`src/verilog/sched_pkg.sv`:
```
// ==============================
// shared widths, instruction classes and
// exception codes for the rename front end
// ==============================

package sched_pkg;

  // architectural register file
  localparam int ARCH_REG_NUM = 32;

  typedef logic [4:0] arch_reg_t;

  // ==============================
  // instruction classes
  // ==============================
  typedef enum logic [2:0] {
    ALU  = 3'd0,
    MDU  = 3'd1,
    MEM  = 3'd2,
    MISC = 3'd3,
    BR   = 3'd4,
    PRIV = 3'd5
  } instr_type_e;

  // sub-op of a MISC instruction
  typedef enum logic [1:0] {
    NONE    = 2'd0,
    SYSCALL = 2'd1,
    BREAK   = 2'd2
  } misc_op_e;

  // ==============================
  // exception codes
  // ==============================
  typedef enum logic [5:0] {
    INT = 6'h00,
    SYS = 6'h0B,
    BRK = 6'h0C,
    INE = 6'h0D,
    IPE = 6'h0E
  } ecode_e;

  // lowest privilege level
  localparam logic [1:0] PLV_USER = 2'd3;

endpackage

```
`src/verilog/rename_if.sv`:
```
// ==============================
// interface between the dispatch stage
// and the rename unit
// ==============================

`timescale 1ns/10ps

interface rename_if #(
  parameter int PHY_REG_NUM = 64
);

  localparam int PREG_W = $clog2(PHY_REG_NUM);

  // request side
  logic                 alloc_en;
  sched_pkg::arch_reg_t arch_src0;
  sched_pkg::arch_reg_t arch_src1;
  sched_pkg::arch_reg_t arch_dest;

  // lookup results, all combinational
  logic [PREG_W-1:0] psrc0;
  logic [PREG_W-1:0] psrc1;
  logic [PREG_W-1:0] pdest;
  logic [PREG_W-1:0] ppdst;
  logic              free_avail;

  modport ctrl (
    output alloc_en, arch_src0, arch_src1, arch_dest,
    input  psrc0, psrc1, pdest, ppdst, free_avail
  );

  modport rename (
    input  alloc_en, arch_src0, arch_src1, arch_dest,
    output psrc0, psrc1, pdest, ppdst, free_avail
  );

endinterface

```
`src/verilog/dispatch_stage.sv`:
```
// ==============================
// input/output handshake and the
// registered dispatch record
// ==============================

`timescale 1ns/10ps

module dispatch_stage #(
  parameter  int PHY_REG_NUM = 64,
  localparam int PREG_W      = $clog2(PHY_REG_NUM)
) (
  input  logic                 clk,
  input  logic                 rst_n,
  // instruction in
  input  logic                 in_valid_i,
  output logic                 in_ready_o,
  input  logic [31:0]          in_pc_i,
  input  sched_pkg::arch_reg_t in_arch_src0_i,
  input  sched_pkg::arch_reg_t in_arch_src1_i,
  input  sched_pkg::arch_reg_t in_arch_dest_i,
  // exception result
  input  logic                 excp_valid_i,
  input  sched_pkg::ecode_e    excp_code_i,
  // rename unit
  rename_if.ctrl               ren,
  // dispatch record out
  output logic                 out_valid_o,
  input  logic                 out_ready_i,
  output logic [31:0]          out_pc_o,
  output logic                 out_excp_valid_o,
  output sched_pkg::ecode_e    out_ecode_o,
  output logic                 out_dest_valid_o,
  output logic [PREG_W-1:0]    out_psrc0_o,
  output logic [PREG_W-1:0]    out_psrc1_o,
  output logic [PREG_W-1:0]    out_pdest_o,
  output logic [PREG_W-1:0]    out_ppdst_o
);

  logic out_free;
  logic needs_alloc;
  logic in_fire;

  // ==============================
  // handshake and allocation
  // ==============================
  assign out_free    = !out_valid_o || out_ready_i;
  // faulting instructions and r0 writes take no register
  assign needs_alloc = (in_arch_dest_i != '0) && !excp_valid_i;
  assign in_ready_o  = out_free && (!needs_alloc || ren.free_avail);
  assign in_fire     = in_valid_i && in_ready_o;

  assign ren.alloc_en  = in_fire && needs_alloc;
  assign ren.arch_src0 = in_arch_src0_i;
  assign ren.arch_src1 = in_arch_src1_i;
  assign ren.arch_dest = in_arch_dest_i;

  // ==============================
  // output record
  // ==============================
  always_ff @(posedge clk or negedge rst_n) begin
    if (!rst_n) begin
      out_valid_o <= 1'b0;
    end else if (in_fire) begin
      out_valid_o <= 1'b1;
    end else if (out_ready_i) begin
      out_valid_o <= 1'b0;
    end
  end

  always_ff @(posedge clk) begin
    if (in_fire) begin
      out_pc_o         <= in_pc_i;
      out_excp_valid_o <= excp_valid_i;
      out_ecode_o      <= excp_code_i;
      out_dest_valid_o <= ren.alloc_en;
      out_psrc0_o      <= ren.psrc0;
      out_psrc1_o      <= ren.psrc1;
      out_pdest_o      <= ren.alloc_en ? ren.pdest : '0;
      out_ppdst_o      <= ren.alloc_en ? ren.ppdst : '0;
    end
  end

  // held record stays put until taken
  a_hold_stable: assert property (@(posedge clk) disable iff (!rst_n)
    out_valid_o && !out_ready_i |=> out_valid_o &&
      $stable({out_pc_o, out_excp_valid_o, out_ecode_o, out_dest_valid_o,
               out_psrc0_o, out_psrc1_o, out_pdest_o, out_ppdst_o}))
    else $error("dispatch_stage: record changed under back-pressure");

endmodule

```
`src/verilog/excp_check.sv`:
```
// ==============================
// priority exception classifier for
// the incoming instruction
// ==============================

`timescale 1ns/10ps

module excp_check (
  input  sched_pkg::instr_type_e instr_type_i,
  input  sched_pkg::misc_op_e    misc_op_i,
  input  logic                   invalid_i,
  input  logic                   fetch_excp_valid_i,
  input  sched_pkg::ecode_e      fetch_ecode_i,
  input  logic                   csr_has_int_i,
  input  logic [1:0]             csr_plv_i,
  output logic                   excp_valid_o,
  output sched_pkg::ecode_e      excp_code_o
);

  logic priv_fault;
  logic syscall_instr;
  logic break_instr;

  // privileged op attempted from user mode
  assign priv_fault    = (instr_type_i == sched_pkg::PRIV) &&
                         (csr_plv_i == sched_pkg::PLV_USER);
  assign syscall_instr = (instr_type_i == sched_pkg::MISC) &&
                         (misc_op_i == sched_pkg::SYSCALL);
  assign break_instr   = (instr_type_i == sched_pkg::MISC) &&
                         (misc_op_i == sched_pkg::BREAK);

  // any pending source raises the exception
  assign excp_valid_o = csr_has_int_i || fetch_excp_valid_i || invalid_i ||
                        priv_fault || syscall_instr || break_instr;

  // INT > fetch > INE > IPE > SYS > BRK
  always_comb begin
    excp_code_o = sched_pkg::ecode_e'(6'h00);
    if (csr_has_int_i) begin
      excp_code_o = sched_pkg::INT;
    end else if (fetch_excp_valid_i) begin
      excp_code_o = fetch_ecode_i;
    end else if (invalid_i) begin
      excp_code_o = sched_pkg::INE;
    end else if (priv_fault) begin
      excp_code_o = sched_pkg::IPE;
    end else if (syscall_instr) begin
      excp_code_o = sched_pkg::SYS;
    end else if (break_instr) begin
      excp_code_o = sched_pkg::BRK;
    end
  end

  // a clean instruction carries a zero code downstream
  a_code_zero: assert final (excp_valid_o || excp_code_o == sched_pkg::ecode_e'(6'h00))
    else $error("excp_check: nonzero ecode %0h without exception", excp_code_o);

endmodule

```
`src/verilog/rename_unit.sv`:
```
// ==============================
// register alias table plus a circular
// free list of physical registers
// ==============================

`timescale 1ns/10ps

module rename_unit #(
  parameter  int PHY_REG_NUM = 64,
  localparam int PREG_W      = $clog2(PHY_REG_NUM)
) (
  input  logic              clk,
  input  logic              rst_n,
  rename_if.rename          ren,
  input  logic              free_valid_i,
  input  logic [PREG_W-1:0] free_preg_i
);

  localparam int CNT_W     = PREG_W + 1;
  localparam int INIT_FREE = PHY_REG_NUM - sched_pkg::ARCH_REG_NUM;

  // needs room for every register beyond the architectural set
  if (PHY_REG_NUM <= sched_pkg::ARCH_REG_NUM ||
      (PHY_REG_NUM & (PHY_REG_NUM - 1)) != 0) begin : g_bad_cfg
    $error("rename_unit: PHY_REG_NUM must be a power of two above 32");
  end

  logic [PREG_W-1:0] rat_q [sched_pkg::ARCH_REG_NUM];
  logic [PREG_W-1:0] fl_q  [PHY_REG_NUM];
  logic [PREG_W-1:0] head_q;
  logic [PREG_W-1:0] tail_q;
  logic [CNT_W-1:0]  count_q;
  logic              fl_full;

  // ==============================
  // table lookups
  // ==============================
  // r0 is hardwired to p0
  assign ren.psrc0 = (ren.arch_src0 == '0) ? '0 : rat_q[ren.arch_src0];
  assign ren.psrc1 = (ren.arch_src1 == '0) ? '0 : rat_q[ren.arch_src1];
  assign ren.ppdst = (ren.arch_dest == '0) ? '0 : rat_q[ren.arch_dest];

  // identity mapping out of reset
  always_ff @(posedge clk or negedge rst_n) begin
    if (!rst_n) begin
      for (int i = 0; i < sched_pkg::ARCH_REG_NUM; i++) begin
        rat_q[i] <= PREG_W'(i);
      end
    end else if (ren.alloc_en) begin
      rat_q[ren.arch_dest] <= ren.pdest;
    end
  end

  // ==============================
  // free list
  // ==============================
  assign ren.pdest      = fl_q[head_q];
  assign ren.free_avail = (count_q != '0);
  assign fl_full        = (count_q == CNT_W'(PHY_REG_NUM));

  // starts holding p32 upward
  // slots past the count are don't-care
  always_ff @(posedge clk or negedge rst_n) begin
    if (!rst_n) begin
      for (int i = 0; i < PHY_REG_NUM; i++) begin
        fl_q[i] <= PREG_W'(i + sched_pkg::ARCH_REG_NUM);
      end
    end else if (free_valid_i) begin
      fl_q[tail_q] <= free_preg_i;
    end
  end

  // pop and push may share a cycle
  always_ff @(posedge clk or negedge rst_n) begin
    if (!rst_n) begin
      head_q  <= '0;
      tail_q  <= PREG_W'(INIT_FREE);
      count_q <= CNT_W'(INIT_FREE);
    end else begin
      if (ren.alloc_en) begin
        head_q <= head_q + 1'b1;
      end
      if (free_valid_i) begin
        tail_q <= tail_q + 1'b1;
      end
      case ({free_valid_i, ren.alloc_en})
        2'b10:   count_q <= count_q + 1'b1;
        2'b01:   count_q <= count_q - 1'b1;
        default: count_q <= count_q;
      endcase
    end
  end

  // ==============================
  // checks
  // ==============================
  a_no_pop_empty: assert property (@(posedge clk) disable iff (!rst_n)
    ren.alloc_en |-> ren.free_avail)
    else $error("rename_unit: allocation from an empty free list");

  a_no_push_full: assert property (@(posedge clk) disable iff (!rst_n)
    free_valid_i |-> !fl_full)
    else $error("rename_unit: release into a full free list");

  a_no_alloc_r0: assert property (@(posedge clk) disable iff (!rst_n)
    ren.alloc_en |-> ren.arch_dest != '0)
    else $error("rename_unit: allocation requested for r0");

endmodule

```
`src/verilog/sched_rename_top.sv`:
```
// ==============================
// rename and exception front end,
// one instruction per cycle
// ==============================

`timescale 1ns/10ps

module sched_rename_top #(
  parameter  int PHY_REG_NUM = 64,
  localparam int PREG_W      = $clog2(PHY_REG_NUM)
) (
  input  logic                   clk,
  input  logic                   rst_n,
  // instruction in
  input  logic                   in_valid_i,
  output logic                   in_ready_o,
  input  logic [31:0]            in_pc_i,
  input  sched_pkg::instr_type_e in_instr_type_i,
  input  sched_pkg::misc_op_e    in_misc_op_i,
  input  logic                   in_invalid_i,
  input  logic                   in_fetch_excp_valid_i,
  input  sched_pkg::ecode_e      in_fetch_ecode_i,
  input  sched_pkg::arch_reg_t   in_arch_src0_i,
  input  sched_pkg::arch_reg_t   in_arch_src1_i,
  input  sched_pkg::arch_reg_t   in_arch_dest_i,
  // csr state
  input  logic                   csr_has_int_i,
  input  logic [1:0]             csr_plv_i,
  // register release from retire
  input  logic                   free_valid_i,
  input  logic [PREG_W-1:0]      free_preg_i,
  // dispatch record out
  output logic                   out_valid_o,
  input  logic                   out_ready_i,
  output logic [31:0]            out_pc_o,
  output logic                   out_excp_valid_o,
  output sched_pkg::ecode_e      out_ecode_o,
  output logic                   out_dest_valid_o,
  output logic [PREG_W-1:0]      out_psrc0_o,
  output logic [PREG_W-1:0]      out_psrc1_o,
  output logic [PREG_W-1:0]      out_pdest_o,
  output logic [PREG_W-1:0]      out_ppdst_o
);

  logic              excp_valid;
  sched_pkg::ecode_e excp_code;

  rename_if #(.PHY_REG_NUM(PHY_REG_NUM)) ren_if ();

  excp_check u_excp_check (
    .instr_type_i       (in_instr_type_i),
    .misc_op_i          (in_misc_op_i),
    .invalid_i          (in_invalid_i),
    .fetch_excp_valid_i (in_fetch_excp_valid_i),
    .fetch_ecode_i      (in_fetch_ecode_i),
    .csr_has_int_i      (csr_has_int_i),
    .csr_plv_i          (csr_plv_i),
    .excp_valid_o       (excp_valid),
    .excp_code_o        (excp_code)
  );

  rename_unit #(.PHY_REG_NUM(PHY_REG_NUM)) u_rename_unit (
    .clk          (clk),
    .rst_n        (rst_n),
    .ren          (ren_if.rename),
    .free_valid_i (free_valid_i),
    .free_preg_i  (free_preg_i)
  );

  dispatch_stage #(.PHY_REG_NUM(PHY_REG_NUM)) u_dispatch_stage (
    .clk              (clk),
    .rst_n            (rst_n),
    .in_valid_i       (in_valid_i),
    .in_ready_o       (in_ready_o),
    .in_pc_i          (in_pc_i),
    .in_arch_src0_i   (in_arch_src0_i),
    .in_arch_src1_i   (in_arch_src1_i),
    .in_arch_dest_i   (in_arch_dest_i),
    .excp_valid_i     (excp_valid),
    .excp_code_i      (excp_code),
    .ren              (ren_if.ctrl),
    .out_valid_o      (out_valid_o),
    .out_ready_i      (out_ready_i),
    .out_pc_o         (out_pc_o),
    .out_excp_valid_o (out_excp_valid_o),
    .out_ecode_o      (out_ecode_o),
    .out_dest_valid_o (out_dest_valid_o),
    .out_psrc0_o      (out_psrc0_o),
    .out_psrc1_o      (out_psrc1_o),
    .out_pdest_o      (out_pdest_o),
    .out_ppdst_o      (out_ppdst_o)
  );

endmodule
```
`config.mk`:
```
export PLATFORM = sky130hd
export DESIGN_NAME = sched_rename_top
export DESIGN_NICKNAME = d
export VERILOG_FILES = /design/src/verilog/sched_pkg.sv /design/src/verilog/rename_if.sv /design/src/verilog/dispatch_stage.sv /design/src/verilog/excp_check.sv /design/src/verilog/rename_unit.sv /design/src/verilog/sched_rename_top.sv
export SDC_FILE = /design/constraint.sdc
export NUM_CORES = 1
export LEC_CHECK = 0
export BUFFER_PORTS_ARGS = -buffer_cell sky130_fd_sc_hd__buf_2
export CAP_MARGIN = 10
export CORE_MARGIN = 5
export CORE_UTILIZATION = 60
export CTS_CLUSTER_SIZE = 10
export DETAILED_ROUTE_END_ITERATION = 12
export GPL_TIMING_DRIVEN = 0
export PLACE_DENSITY = 0.78
export RECOVER_POWER = 100
export SLEW_MARGIN = 30
export SYNTH_ARGS = -nofsm -noshare
export SYNTH_HDL_FRONTEND = slang
export SYNTH_SLANG_ARGS = --single-unit
```
`constraint.sdc`:
```
create_clock -name clk -period 5.8 [get_ports clk]
set_input_delay 0 -clock clk [delete_from_list [all_inputs] [get_ports clk]]
set_output_delay 0 -clock clk [all_outputs]
set_load 0.03 [all_outputs]
```
==> flow_summary.yaml <==
pwr:
  p_per_area_nw_per_um2: 422.6
  p_leak_nw: 15.68
  peakVddDrop_v: 0.0004025
yosys:
  synth.largest_area_cell: "dfrtp_1"
  synth.most_common_cell: "mux2_2"
  yosysWarnings: 0
  ys_seq_area_frac: 0.5163
  syn_area_um2: 33270
  synth.avg_cell_area_um2: 15.64
  synth_edf_count: 64
  synth_area_leaders: "dfrtp_1 (24%), dfstp_2 (22%), mux2_2 (19%)"
  postSynth.asyncResetShare: 0.9030
  ys_ff_latch: 660
  syn-num-nets: 2206
  synth-main-ff-cell: "dfrtp_1"
  netlist-cell-type-count: 63
  synthCells: 2127
  ys_top_cells_by_count: "mux2_2 (573), dfrtp_1 (322), dfstp_2 (274)"
  synth_top_area_share: 0.2422
critical_path:
  start_kind: "register"
  worstPathRequired_ps: 6300
  slowest_stage: "a2111oi_0"
  cp_max_fo: 10
  crit_top_cell: "clkbuf_1"
  cp_cell_sequence: "clkbuf_1, clkbuf_1, nand3_1, clkbuf_1, o22ai_1, a2111oi_0, o32ai_1, buf_6, mux2_1"
  slowest_delay_ps: 1280
  arrival_ps: 6120
  cp-end-kind: "register"
  path_class: "register to register"
timing:
  finalCriticalPeriod_ps: 5625
  rsz0062_at_grt: "no"
  relSlewSlack: -0.5244
  setup_violations: 0
  skew_ps: 22.12
  worst_slack_ps: 175.3
  slew_violations: 441
  finalCritPeriodShare: 0.9698
  timing.fmax_mhz: 177.8
  tightest_slew_ps: 2287
  hold_viol: 0
global_routing:
  grt_pass1_vias: 22950
  grt_start_max_net_pins: 95
  grtUsageTotal: 0.3309
  overflow: 0
  antenna_found_initial: 0
  grt_pass1_wl_mm: 147.6
clock_network:
  cts-hold-fix-buffers: 58
  cts_setup_buffers: 0
  clock_sinks: 660
  numCtsBuffers: 77
  cts_tree: "done"
  path_clk_slew_ps: 60
  clock_latency_ps: 640
  htreeDepth: 3
  cts_max_path_buffers: 3
  cts-resized-gates: 0
  cts-root-buf: "clkbuf_16"
die:
  die_y_um: 245.5
  dieArea_um2: 60270
  rows: 86
  pin_count: 140
  die_x_um: 245.5
  initial_utilization: 0.6052
  core_region_area_um2: 54990
placed_design:
  portBuffers: 124
  dp.final_hpwl_mm: 69.29
  routabilityCongestion: 0.9726
  preCtsSetupSlack_ps: 829.2
detailed_routing:
  dr_total_vias: 21750
  drc_errors: 0
  totalWireLength_mm: 99.34
  first_iter_violations: 2406
  vias_per_cell: 6.768
  ant_nets: 0
  wl_per_cell_um: 30.92
  dr.pass1.iters: 5
outcome:
  violations: "max-capacitance violations, max-slew violations"
  status: "finished, violations left"
final_layout:
  final_util: 0.6845
  finalNetCount: 2478
  syn_to_final_growth_pct: 13.11
  drive_gt1_frac: 0.5203
hold_path:
  hold_class: "input pin to register"
flow_run:
  drv_cap: 9
cells in the final DEF, fill, tap and decap left out, drive strengths merged, types with 6 or more instances in the layout:
| master | n |
|---|---|
| mux2 | 579 |
| clkbuf | 350 |
| dfrtp | 322 |
| dfstp | 274 |
| mux4 | 231 |
| buf | 99 |
| mux2i | 87 |
| nor2 | 76 |
| edfxtp | 64 |
| dlygate4sd3 | 58 |
| nand2 | 32 |
| nand3 | 31 |
| o22ai | 28 |
| a22o | 23 |
| a2111oi | 21 |
| and2 | 19 |
| nor2b | 16 |
| nor3 | 13 |
| and3 | 12 |
| xnor2 | 12 |
| inv | 12 |
| xor2 | 7 |
| nor3b | 7 |
| a221oi | 7 |
| o221ai | 6 |
| o41ai | 6 |
cells by family after synthesis:
group,share of synthesized area
flops,0.5163
mux,0.3791
xor+xnor,0.005001
compound gates,0.03347
simple gates,0.03602
fa+ha+maj,0.001880
buf+inv,0.02820
per-stage QoR:
step,power [W],cell area (um^2),instances,hold WS [ps],TNS [ps]
2_1_floorplan,0.009754,33270,2127,-295.6,0
3_3_place_gp,0.01116,34830,2999,176.5,-3116410
6_report,0.01590,37640,3213,41.72,0
5_1_grt,0.01648,37630,3212,26.34,0
4_1_cts,0.01605,38080,3212,6.126,0
3_5_place_dp,0.01143,35160,3010,-148.0,0
sequential cells by signal (all words and copies together) (netlist names):
name and flops:
u_rename_unit.head_q 6, u_rename_unit.tail_q 6, u_dispatch_stage.out_dest_valid_o 1, u_dispatch_stage.out_pdest_o 6
u_rename_unit.fl_q 384, u_dispatch_stage.out_excp_valid_o 1, u_dispatch_stage.out_psrc1_o 6, u_dispatch_stage.out_valid_o 1
u_rename_unit.rat_q 192, u_dispatch_stage.out_ppdst_o 6, u_rename_unit.count_q 7, u_dispatch_stage.out_pc_o 32
u_dispatch_stage.out_ecode_o 6, u_dispatch_stage.out_psrc0_o 6
critical path: cells and delay by family, from the launching register on:
kind                   cells  cell delay, ps
AOI/OAI and AO/OA          3            2200
buffers and inverters      4            2030
DFF                        1             380
muxes                      1             330
and+or+nand+nor            1             520
path summary, 6_finish.rpt:
path / startpoint / end / slack (ps) / cells after the start
setup / recovery: u_rename_unit.head_q[2]$_DFFE_PN0P_ / u_rename_unit.rat_q[126]$_DFFE_PN0P_ / 180 / 9
hold / removal: in_arch_src1_i[4] / u_dispatch_stage.out_psrc1_o[0]$_SDFFCE_PN0N_ / 40 / 3
setup reg to reg: u_rename_unit.head_q[2]$_DFFE_PN0P_ / u_rename_unit.rat_q[126]$_DFFE_PN0P_ / 180 / 9
hold reg to reg: u_rename_unit.count_q[6]$_DFFE_PN0P_ / u_rename_unit.count_q[6]$_DFFE_PN0P_ / 470 / 1
max in group asynchronous: rst_n / u_rename_unit.fl_q[67]$_DFFE_PN0P_ / 960 / 6
min in group asynchronous: rst_n / u_rename_unit.rat_q[28]$_DFFE_PN1P_ / 1110 / 3
routing by layer:
metal	vias to the layer above	wire, um	global-route usage
met5	-	0	0
met4	0	6814	0.1882
met3	324	7697	0.06967
met2	1153	47550	0.5275
met1	11520	37280	0.4266
li1	8751	-	-
cell type report:
type	instances	area, um^2
fillers	3839	17350
flip-flops and latches	660	17180
multi-input cells	1282	15110
clock buffers	138	2240
repair buffers	193	1204
well taps	748	935.9
plain buffers	176	825.8
clock inverters	6	102.6
inverters	9	33.78
diodes	1	2.502
power by group:
part / internal [W] / total (W) / switching (W)
Clock: 0.00262 / 0.00457 / 0.00195
Combinational: 0.00207 / 0.00466 / 0.00260
Sequential: 0.00604 / 0.00667 / 0.000625
Power figures use the tool's default switching activity.
